File: src/design/tanimoto_config.svh
`ifndef TANIMOTO_CONFIG_SVH
`define TANIMOTO_CONFIG_SVH

// Fingerprint vector, one bus word
`define TANI_VEC_WIDTH      32
// Population count, 0 up to 32
`define TANI_CNT_WIDTH      6
// A+B sum and threshold entry
`define TANI_SUM_WIDTH      7

// Reference slots, one compare lane each
`define TANI_NUM_REFS       4
`define TANI_REF_ID_WIDTH   2

`define TANI_ID_WIDTH       8

// Hit-mask FIFO depth, equal to the sender's starting credits
`define TANI_MASK_DEPTH     4
`define TANI_CREDIT_WIDTH   4

`endif

File: src/design/tanimoto_pkg.sv
`include "tanimoto_config.svh"

package tanimoto_pkg;

    typedef logic [`TANI_VEC_WIDTH-1:0]    vec_t;
    typedef logic [`TANI_CNT_WIDTH-1:0]    cnt_t;
    typedef logic [`TANI_SUM_WIDTH-1:0]    thr_t;
    typedef logic [`TANI_ID_WIDTH-1:0]     qid_t;
    typedef logic [`TANI_REF_ID_WIDTH-1:0] ref_idx_t;
    typedef logic [`TANI_NUM_REFS-1:0]     mask_t;
    typedef logic [`TANI_CREDIT_WIDTH-1:0] credit_t;

    // Query broadcast to all lanes
    typedef struct packed {
        logic valid;
        vec_t vec;
        cnt_t cnt;
        qid_t id;
    } query_t;

    // One bit per reference, bit i for slot i
    typedef struct packed {
        logic  valid;
        qid_t  id;
        mask_t mask;
    } hit_t;

    typedef struct packed {
        qid_t     query_id;
        ref_idx_t ref_idx;
    } id_pair_t;

    typedef struct packed {
        logic en;
        cnt_t addr;
        thr_t data;
    } thr_wr_t;

endpackage

File: src/design/match_queue.sv
`timescale 1ns/1ps
`include "tanimoto_config.svh"

module match_queue (
    input  logic                   clk,
    input  logic                   rstn,
    input  tanimoto_pkg::hit_t     i_hit,
    input  logic                   i_out_credit,
    output tanimoto_pkg::id_pair_t o_pair,
    output logic                   o_pair_valid,
    output logic                   o_in_credit
);
    import tanimoto_pkg::*;

    // Depth is a power of two, pointers wrap on their own
    localparam int PTR_W = $clog2(`TANI_MASK_DEPTH);

    hit_t             fifo_mem [`TANI_MASK_DEPTH];
    logic [PTR_W-1:0] wr_ptr;
    logic [PTR_W-1:0] rd_ptr;
    logic [PTR_W:0]   count;
    logic             full;
    logic             empty;
    logic             push;
    logic             drop;
    logic             send;
    logic             pop;
    hit_t             head;
    mask_t            done_mask;
    mask_t            pending;
    mask_t            sel_bit;
    ref_idx_t         sel_idx;
    credit_t          out_cred;
    credit_t          ret_cnt;
    credit_t          ret_total;
    logic [1:0]       ret_inc;

    assign full  = (count == (PTR_W + 1)'(`TANI_MASK_DEPTH));
    assign empty = (count == '0);
    assign push  = i_hit.valid && (|i_hit.mask);
    assign drop  = i_hit.valid && !(|i_hit.mask);
    assign head  = fifo_mem[rd_ptr];

    // Lowest unsent reference of the head mask
    always_comb begin
        pending = head.mask & ~done_mask;
        sel_idx = '0;
        for (int i = `TANI_NUM_REFS - 1; i >= 0; i--) begin
            if (pending[i]) begin
                sel_idx = ref_idx_t'(i);
            end
        end
        sel_bit = mask_t'(1) << sel_idx;
        send    = !empty && (out_cred != '0);
        pop     = send && ((pending & ~sel_bit) == '0);
    end

    always_ff @(posedge clk) begin
        if (push) begin
            fifo_mem[wr_ptr] <= i_hit;
        end
    end

    always_ff @(posedge clk) begin
        if (!rstn) begin
            wr_ptr    <= '0;
            rd_ptr    <= '0;
            count     <= '0;
            done_mask <= '0;
        end else begin
            wr_ptr <= wr_ptr + PTR_W'(push);
            rd_ptr <= rd_ptr + PTR_W'(pop);
            count  <= count + (PTR_W + 1)'(push) - (PTR_W + 1)'(pop);
            if (pop) begin
                done_mask <= '0;
            end else if (send) begin
                done_mask <= done_mask | sel_bit;
            end
        end
    end

    // Output credits saturate instead of wrapping
    always_ff @(posedge clk) begin
        if (!rstn) begin
            out_cred <= '0;
        end else begin
            case ({i_out_credit, send})
                2'b10: begin
                    if (out_cred != '1) begin
                        out_cred <= out_cred + 1'b1;
                    end
                end
                2'b01: out_cred <= out_cred - 1'b1;
                default: out_cred <= out_cred;
            endcase
        end
    end

    // Drop and pop can coincide, so returns queue up one pulse per cycle
    assign ret_inc   = {1'b0, drop} + {1'b0, pop};
    assign ret_total = ret_cnt + credit_t'(ret_inc);

    always_ff @(posedge clk) begin
        if (!rstn) begin
            ret_cnt     <= '0;
            o_in_credit <= 1'b0;
        end else begin
            ret_cnt     <= ret_total - credit_t'(ret_total != '0);
            o_in_credit <= (ret_total != '0);
        end
    end

    always_ff @(posedge clk) begin
        o_pair.query_id <= head.id;
        o_pair.ref_idx  <= sel_idx;
        if (!rstn) begin
            o_pair_valid <= 1'b0;
        end else begin
            o_pair_valid <= send;
        end
    end

    // Sender overran its input credits
    a_no_push_full: assert property (@(posedge clk) disable iff (!rstn)
        push |-> !full)
        else $error("hit mask pushed into a full FIFO");

    // Head entry keeps an unsent hit until it is popped
    a_head_pending: assert property (@(posedge clk) disable iff (!rstn)
        !empty |-> pending != '0)
        else $error("FIFO head entry has no unsent hit");

endmodule

File: src/design/popcount_tree.sv
`timescale 1ns/1ps
`include "tanimoto_config.svh"

module popcount_tree (
    input  logic               clk,
    input  logic               rstn,
    input  logic               i_valid,
    input  tanimoto_pkg::vec_t i_vec,
    output logic               o_valid,
    output tanimoto_pkg::cnt_t o_cnt
);
    import tanimoto_pkg::*;

    localparam int NUM_GROUPS = `TANI_VEC_WIDTH / 8;

    logic [3:0] grp_sum_d [NUM_GROUPS];
    logic [3:0] grp_sum_q [NUM_GROUPS];
    logic       valid_q;
    cnt_t       total;

    // Stage 1 counts each byte
    always_comb begin
        for (int g = 0; g < NUM_GROUPS; g++) begin
            grp_sum_d[g] = '0;
            for (int b = 0; b < 8; b++) begin
                grp_sum_d[g] = grp_sum_d[g] + {3'b000, i_vec[g*8+b]};
            end
        end
    end

    always_ff @(posedge clk) begin
        grp_sum_q <= grp_sum_d;
        if (!rstn) begin
            valid_q <= 1'b0;
        end else begin
            valid_q <= i_valid;
        end
    end

    // Stage 2 adds the byte counts
    always_comb begin
        total = '0;
        for (int g = 0; g < NUM_GROUPS; g++) begin
            total = total + cnt_t'(grp_sum_q[g]);
        end
    end

    always_ff @(posedge clk) begin
        o_cnt <= total;
        if (!rstn) begin
            o_valid <= 1'b0;
        end else begin
            o_valid <= valid_q;
        end
    end

endmodule

File: src/design/ref_store.sv
`timescale 1ns/1ps
`include "tanimoto_config.svh"

module ref_store (
    input  logic                 clk,
    input  logic                 rstn,
    input  logic                 i_vec_valid,
    input  tanimoto_pkg::vec_t   i_vec,
    output tanimoto_pkg::query_t o_query,
    output tanimoto_pkg::vec_t   o_ref_vec [`TANI_NUM_REFS],
    output tanimoto_pkg::cnt_t   o_ref_cnt [`TANI_NUM_REFS]
);
    import tanimoto_pkg::*;

    typedef enum logic {
        ST_LOAD,
        ST_COMPARE
    } state_t;

    state_t   state;
    ref_idx_t load_idx;
    qid_t     next_qid;
    vec_t     vec_d1;
    vec_t     vec_d2;
    logic     cnt_valid;
    cnt_t     cnt;
    logic     load_en;
    logic     query_en;

    popcount_tree u_popcount (
        .clk     (clk),
        .rstn    (rstn),
        .i_valid (i_vec_valid),
        .i_vec   (i_vec),
        .o_valid (cnt_valid),
        .o_cnt   (cnt)
    );

    assign load_en  = cnt_valid && (state == ST_LOAD);
    assign query_en = cnt_valid && (state == ST_COMPARE);

    // Vector travels beside the count tree
    always_ff @(posedge clk) begin
        vec_d1 <= i_vec;
        vec_d2 <= vec_d1;
    end

    always_ff @(posedge clk) begin
        if (!rstn) begin
            state    <= ST_LOAD;
            load_idx <= '0;
        end else if (load_en) begin
            load_idx <= load_idx + 1'b1;
            if (load_idx == ref_idx_t'(`TANI_NUM_REFS - 1)) begin
                state <= ST_COMPARE;
            end
        end
    end

    // Shift down so slot 0 ends up with the first vector
    always_ff @(posedge clk) begin
        if (load_en) begin
            o_ref_vec[`TANI_NUM_REFS-1] <= vec_d2;
            o_ref_cnt[`TANI_NUM_REFS-1] <= cnt;
            for (int s = 0; s < `TANI_NUM_REFS - 1; s++) begin
                o_ref_vec[s] <= o_ref_vec[s+1];
                o_ref_cnt[s] <= o_ref_cnt[s+1];
            end
        end
    end

    always_ff @(posedge clk) begin
        if (!rstn) begin
            next_qid <= '0;
        end else if (query_en) begin
            next_qid <= next_qid + 1'b1;
        end
    end

    always_ff @(posedge clk) begin
        o_query.vec <= vec_d2;
        o_query.cnt <= cnt;
        o_query.id  <= next_qid;
        if (!rstn) begin
            o_query.valid <= 1'b0;
        end else begin
            o_query.valid <= query_en;
        end
    end

    a_no_reload: assert property (@(posedge clk) disable iff (!rstn)
        state == ST_COMPARE |=> state == ST_COMPARE)
        else $error("ref_store went back to load without reset");

endmodule

File: src/design/similarity_lane.sv
`timescale 1ns/1ps
`include "tanimoto_config.svh"

module similarity_lane (
    input  logic                 clk,
    input  logic                 rstn,
    input  tanimoto_pkg::query_t i_query,
    input  tanimoto_pkg::vec_t   i_ref_vec,
    input  tanimoto_pkg::cnt_t   i_ref_cnt,
    output tanimoto_pkg::cnt_t   o_thr_addr,
    input  tanimoto_pkg::thr_t   i_thr,
    output logic                 o_hit,
    output logic                 o_valid,
    output tanimoto_pkg::qid_t   o_query_id
);
    import tanimoto_pkg::*;

    vec_t and_vec;
    logic and_valid;
    cnt_t and_cnt;
    thr_t sum_d1;
    thr_t sum_d2;
    qid_t id_d1;
    qid_t id_d2;

    assign and_vec = i_query.vec & i_ref_vec;

    popcount_tree u_popcount (
        .clk     (clk),
        .rstn    (rstn),
        .i_valid (i_query.valid),
        .i_vec   (and_vec),
        .o_valid (and_valid),
        .o_cnt   (and_cnt)
    );

    // A+B and query ID wait for the count C
    always_ff @(posedge clk) begin
        sum_d1 <= thr_t'(i_ref_cnt) + thr_t'(i_query.cnt);
        sum_d2 <= sum_d1;
        id_d1  <= i_query.id;
        id_d2  <= id_d1;
    end

    // C selects the threshold entry
    assign o_thr_addr = and_cnt;

    always_ff @(posedge clk) begin
        o_query_id <= id_d2;
        if (!rstn) begin
            o_valid <= 1'b0;
            o_hit   <= 1'b0;
        end else begin
            o_valid <= and_valid;
            o_hit   <= and_valid && (sum_d2 <= i_thr);
        end
    end

endmodule

File: src/design/tanimoto_top.sv
`timescale 1ns/1ps
`include "tanimoto_config.svh"

module tanimoto_top (
    input  logic                   clk,
    input  logic                   rstn,
    input  logic                   i_vec_valid,
    input  tanimoto_pkg::vec_t     i_vec,
    input  tanimoto_pkg::thr_wr_t  i_thr_wr,
    input  logic                   i_out_credit,
    output tanimoto_pkg::id_pair_t o_pair,
    output logic                   o_pair_valid,
    output logic                   o_in_credit
);

    tanimoto_pkg::query_t     query;
    tanimoto_pkg::vec_t       ref_vec  [`TANI_NUM_REFS];
    tanimoto_pkg::cnt_t       ref_cnt  [`TANI_NUM_REFS];
    tanimoto_pkg::cnt_t       thr_addr [`TANI_NUM_REFS];
    tanimoto_pkg::thr_t       thr_data [`TANI_NUM_REFS];
    logic [`TANI_NUM_REFS-1:0] lane_hit;
    logic [`TANI_NUM_REFS-1:0] lane_valid;
    tanimoto_pkg::qid_t       lane_qid [`TANI_NUM_REFS];
    tanimoto_pkg::hit_t       hit;

    ref_store u_ref_store (
        .clk         (clk),
        .rstn        (rstn),
        .i_vec_valid (i_vec_valid),
        .i_vec       (i_vec),
        .o_query     (query),
        .o_ref_vec   (ref_vec),
        .o_ref_cnt   (ref_cnt)
    );

    threshold_table u_threshold_table (
        .clk       (clk),
        .rstn      (rstn),
        .i_thr_wr  (i_thr_wr),
        .i_rd_addr (thr_addr),
        .o_rd_data (thr_data)
    );

    for (genvar l = 0; l < `TANI_NUM_REFS; l++) begin : g_lane
        similarity_lane u_lane (
            .clk        (clk),
            .rstn       (rstn),
            .i_query    (query),
            .i_ref_vec  (ref_vec[l]),
            .i_ref_cnt  (ref_cnt[l]),
            .o_thr_addr (thr_addr[l]),
            .i_thr      (thr_data[l]),
            .o_hit      (lane_hit[l]),
            .o_valid    (lane_valid[l]),
            .o_query_id (lane_qid[l])
        );
    end

    // All lanes run in lockstep, lane 0 carries valid and ID
    assign hit = '{valid: lane_valid[0], id: lane_qid[0], mask: lane_hit};

    match_queue u_match_queue (
        .clk          (clk),
        .rstn         (rstn),
        .i_hit        (hit),
        .i_out_credit (i_out_credit),
        .o_pair       (o_pair),
        .o_pair_valid (o_pair_valid),
        .o_in_credit  (o_in_credit)
    );

endmodule

File: src/design/threshold_table.sv
`timescale 1ns/1ps
`include "tanimoto_config.svh"

module threshold_table (
    input  logic                  clk,
    input  logic                  rstn,
    input  tanimoto_pkg::thr_wr_t i_thr_wr,
    input  tanimoto_pkg::cnt_t    i_rd_addr [`TANI_NUM_REFS],
    output tanimoto_pkg::thr_t    o_rd_data [`TANI_NUM_REFS]
);
    import tanimoto_pkg::*;

    // One entry per possible C value, 0 to VEC_WIDTH
    localparam int NUM_ENTRIES = `TANI_VEC_WIDTH + 1;

    thr_t entries [NUM_ENTRIES];

    always_ff @(posedge clk) begin
        if (!rstn) begin
            for (int e = 0; e < NUM_ENTRIES; e++) begin
                entries[e] <= '0;
            end
        end else if (i_thr_wr.en && (int'(i_thr_wr.addr) < NUM_ENTRIES)) begin
            entries[i_thr_wr.addr] <= i_thr_wr.data;
        end
    end

    // Combinational read, one port per lane
    always_comb begin
        for (int l = 0; l < `TANI_NUM_REFS; l++) begin
            if (int'(i_rd_addr[l]) < NUM_ENTRIES) begin
                o_rd_data[l] = entries[i_rd_addr[l]];
            end else begin
                o_rd_data[l] = '0;
            end
        end
    end

endmodule

File: config.mk
export PLATFORM = sky130hd
export DESIGN_NAME = tanimoto_top
export DESIGN_NICKNAME = d
export VERILOG_FILES = /design/src/design/tanimoto_pkg.sv /design/src/design/match_queue.sv /design/src/design/popcount_tree.sv /design/src/design/ref_store.sv /design/src/design/similarity_lane.sv /design/src/design/tanimoto_top.sv /design/src/design/threshold_table.sv
export VERILOG_INCLUDE_DIRS = /design/src /design/src/design
export SDC_FILE = /design/constraint.sdc
export NUM_CORES = 2
export LEC_CHECK = 0
export BUFFER_PORTS_ARGS = -buffer_cell sky130_fd_sc_hd__buf_4
export CAP_MARGIN = 5
export CORE_MARGIN = 10
export CORE_UTILIZATION = 40
export DETAILED_ROUTE_END_ITERATION = 6
export GPL_TIMING_DRIVEN = 0
export MAX_ROUTING_LAYER = met4
export SLEW_MARGIN = 30
export SYNTH_ARGS = -nofsm -noshare
export SYNTH_HDL_FRONTEND = slang
export SYNTH_SLANG_ARGS = --single-unit
File: constraint.sdc
create_clock -name clk -period 23.9 [get_ports clk]
set_input_delay 1.195 -clock clk [delete_from_list [all_inputs] [get_ports clk]]
set_output_delay 1.195 -clock clk [all_outputs]
set_load 0.01 [all_outputs]
==> metrics <==
outcome=completed; Tot Pwr=approximately 5.2 mW; nets=just over 3,000; synth unique cells=52; critical path capture point type=flip-flop; Tmin final=about 4500 ps; Yosys top cell by area=edfxtp_1; placed cell count=3,910; slew at the pin closest to its max-slew limit=1065 ps; YS warnings=0; Hold EP=g_lane[0].u_lane.o_query_id[5]; r2r endpoint=g_lane[3].u_lane.o_hit; via count=22,090; Netlist Area Pre-Place=37,710 sq um; Root Buffer=clkbuf_16; CP Cell Sequence=buf_2, buf_2, buf_1, mux4_2, mux2i_1, o22ai_1, a221oi_1, ha_1, nor2b_1, o21ai_0, nand2b_1, a21oi_1, o21ai_0, a31oi_1; initial core utilization=0.4034; initial antenna violation count=1; Worst Clk Skew=around 25 ps; worst reg2reg setup slack=19,370 ps; Worst path slowest cell=buf_1; DIE HEIGHT=327.0 um; Reg2Reg Depth=14; TritonCTS clock tree=done; CP Class=flip-flop to flip-flop; Worst path max stage delay=760 ps; Worst EP required=24,430 ps; die area=107,000 sq um; DP HPWL=76,440 um; post-CTS resize count=0; share of layout cells above drive strength 1=0.1976; area share of the largest cell type after synthesis=0.3488; Filler Cell Count=8,243; Area growth, synth to finish=14.10%; leakage=16.69 nW; DRC=0; Post-synth EDFFs=438; clock buffers created by TritonCTS=85; wire per inst=24.74 um; Reg clk slew, reported paths=60 ps; maximum clock rate=220.6 MHz; grt total ovfl=0; slew margin rel.=0.2901; commonest non-fill, non-tap cell in the layout=edfxtp_1; postcts setup bufs=0; H-tree Lvls=3; Slew Viols, Final=0; Initial DRT Pass Iterations=6; min-delay worst type=flip-flop to flip-flop; clock buffer depth=3; async set-reset flop share out of synthesis=0; Max-Cap Viols=0; gpl congestion=0.9555; prevailing post-synth register cell=edfxtp_1; CP Max Fanout=10; Sink Count=790; largest net degree at the start of global routing=28; most frequent cells in the layout=edfxtp_1, dfxtp_1, and2_1, mux4_2, inv_1; Synth area leaders=edfxtp_1, dfxtp_1, mux4_2; GRT Total Usage=0.1924; Routed WL=a little over 100,000 um; Initial DRC Count=2,120; peak supply drop=0.07618 mV; Worst Hold Depth=0; P per Cell Area=120.2 nW/um^2; FF+latch count, synth=790; Synth Area per Inst=between 10 and 15 sq um; Core ar.=between 90,000 and 100,000 sq um; Startpoint Class=flip-flop; worst-skew pair later-pin latency=about 670 ps; Vias per Instance=5.428; final period utilization=0.1897; # port buffers=61; Arrival @ worst endpoint=between 5000 and 6000 ps; Core Rows=112; Layout Cells excl Fill=a little over 4,000; final hold violations=0; FF-to-FF Start=g_lane[3].u_lane.u_popcount.o_cnt[1]; vias in the first global route=between 20,000 and 25,000; sequential cell area fraction in the yosys report=0.5357; hold_sp=g_lane[0].u_lane.id_d2[5]; post-cts hold buffer count=0; first-pass GRT wire length=148,500 um; synthesized instance count=approximately 2,600; TNS Setup=0 ps; antenna-violating nets left=0; Final setup viols=0; # IOs=62; Chip Width=327.0 um; RSZ-0062 raised after global routing=false
## metrics by stage
step           setup WS (ps)  instance area [sq um]  utilization  hold slack (ps)
5_1_grt                19300                  43020       0.4603            327.3
3_5_place_dp           19510                  40080       0.4288            312.1
4_1_cts                19510                  43020       0.4602            325.1
3_3_place_gp           13110                  39760       0.4254            309.5
6_report               19370                  43030       0.4603            321.6
2_1_floorplan          15930                  37730            -            309.6
## worst max-delay path by stage
stage / depth (start not counted) / end / start / slack (ps)
global route: 14 / g_lane[3].u_lane.o_hit / g_lane[3].u_lane.u_popcount.o_cnt[1] / 19300
finish: 14 / g_lane[3].u_lane.o_hit / g_lane[3].u_lane.u_popcount.o_cnt[1] / 19370
floorplan: 3 / u_ref_store.load_idx[1] / u_ref_store.u_popcount.o_valid / 15930
detailed placement: 14 / g_lane[3].u_lane.o_hit / g_lane[3].u_lane.u_popcount.o_cnt[1] / 19510
CTS: 14 / g_lane[3].u_lane.o_hit / g_lane[3].u_lane.u_popcount.o_cnt[1] / 19510
global placement: 3 / u_ref_store.load_idx[1] / u_ref_store.u_popcount.o_valid / 13110
## flip-flops by register name (all words and copies together) (netlist names), 10 cells and up
register,flops
u_ref_store.o_ref_cnt,24
g_lane.u_lane.sum_d2,28
g_lane.u_lane.u_popcount.o_cnt,24
u_match_queue.o_pair,10
u_match_queue.fifo_mem,48
u_ref_store.vec_d2,32
u_ref_store.u_popcount.grp_sum_q,16
u_ref_store.o_ref_vec,128
u_ref_store.vec_d1,32
u_ref_store.o_query,47
g_lane.u_lane.sum_d1,28
g_lane.u_lane.u_popcount.grp_sum_q,64
u_threshold_table.entries,238
## power by group
group          total (mW)  switching, mW  internal [mW]
combinational        2.12           1.19          0.934
sequential           1.71          0.105           1.60
clock                1.34          0.566          0.778
total                5.17           1.86           3.31
## routing by layer
metal,part of all wire,track usage,vias to the layer above,wire (um)
met5,0,-,-,0
met4,0.051,0.08383,0,5170
met3,0.078,0.04736,250,7857
met2,0.48,0.3098,931,48370
met1,0.39,0.2287,11220,39280
li1,-,-,9688,-
## critical path: cells and delay by family, from the launching register on
| kind | cells | cell delay (ps) |
|---|---|---|
| AO/OA/AOI/OAI | 6 | 1270 |
| adder cells (fa/ha/maj) | 1 | 320 |
| AND/OR/NAND/NOR | 2 | 210 |
| multiplexers | 2 | 770 |
| buffers and inverters | 3 | 1470 |
| flip-flops | 1 | 310 |
## cell usage after synthesis, drive strengths merged (2+ instances only)
| cell type | count |
|---|---|
| edfxtp | 438 |
| dfxtp | 352 |
| and2 | 317 |
| mux4 | 264 |
| inv | 178 |
| ha | 148 |
| fa | 127 |
| nand2 | 107 |
| mux2i | 73 |
| nor2 | 66 |
| clkbuf | 63 |
| a21oi | 57 |
| nor2b | 52 |
| o21ai | 50 |
| buf | 44 |
| xnor2 | 40 |
| xor2 | 23 |
| o22ai | 21 |
| a21o | 18 |
| nand2b | 18 |
| nor3 | 16 |
| mux2 | 14 |
| nand3 | 12 |
| or3 | 9 |
| o21bai | 8 |
| a221oi | 6 |
| a31oi | 6 |
| o221ai | 6 |
| and3 | 5 |
| nor4 | 5 |
| nand3b | 4 |
| nor3b | 4 |
| a21boi | 3 |
| nand4 | 3 |
| nor4b | 2 |
## layout make-up
class	count	area, sq um	area share
clock buffer	114	2496	0.05802
timing repair buffer	78	726.9	0.01690
antenna	1	2.502	0.00005816
inverter	178	668.1	0.01553
sequential	790	20200	0.4695
clock inverter	44	440.4	0.01024
multi-input combinational	1503	16420	0.3817
buffer	107	500.5	0.01163
tap	1254	1569	0.03647
## kinds of logic (layout without fill, tap and decap cells)
group | after synthesis | after routing | synth area share
muxes | 351 | 351 | 0.1812
buffers and inverters | 285 | 521 | 0.03086
xor gates and xnor gates | 63 | 63 | 0.01463
DFF | 790 | 790 | 0.5357
AOI/OAI and AO/OA | 181 | 181 | 0.02877
adders and majority gates | 276 | 276 | 0.1168
and+or+nand+nor | 625 | 625 | 0.09191
other | 1 | 8 | 0.00009945
Note: power is estimated with default switching activity, not from simulation.
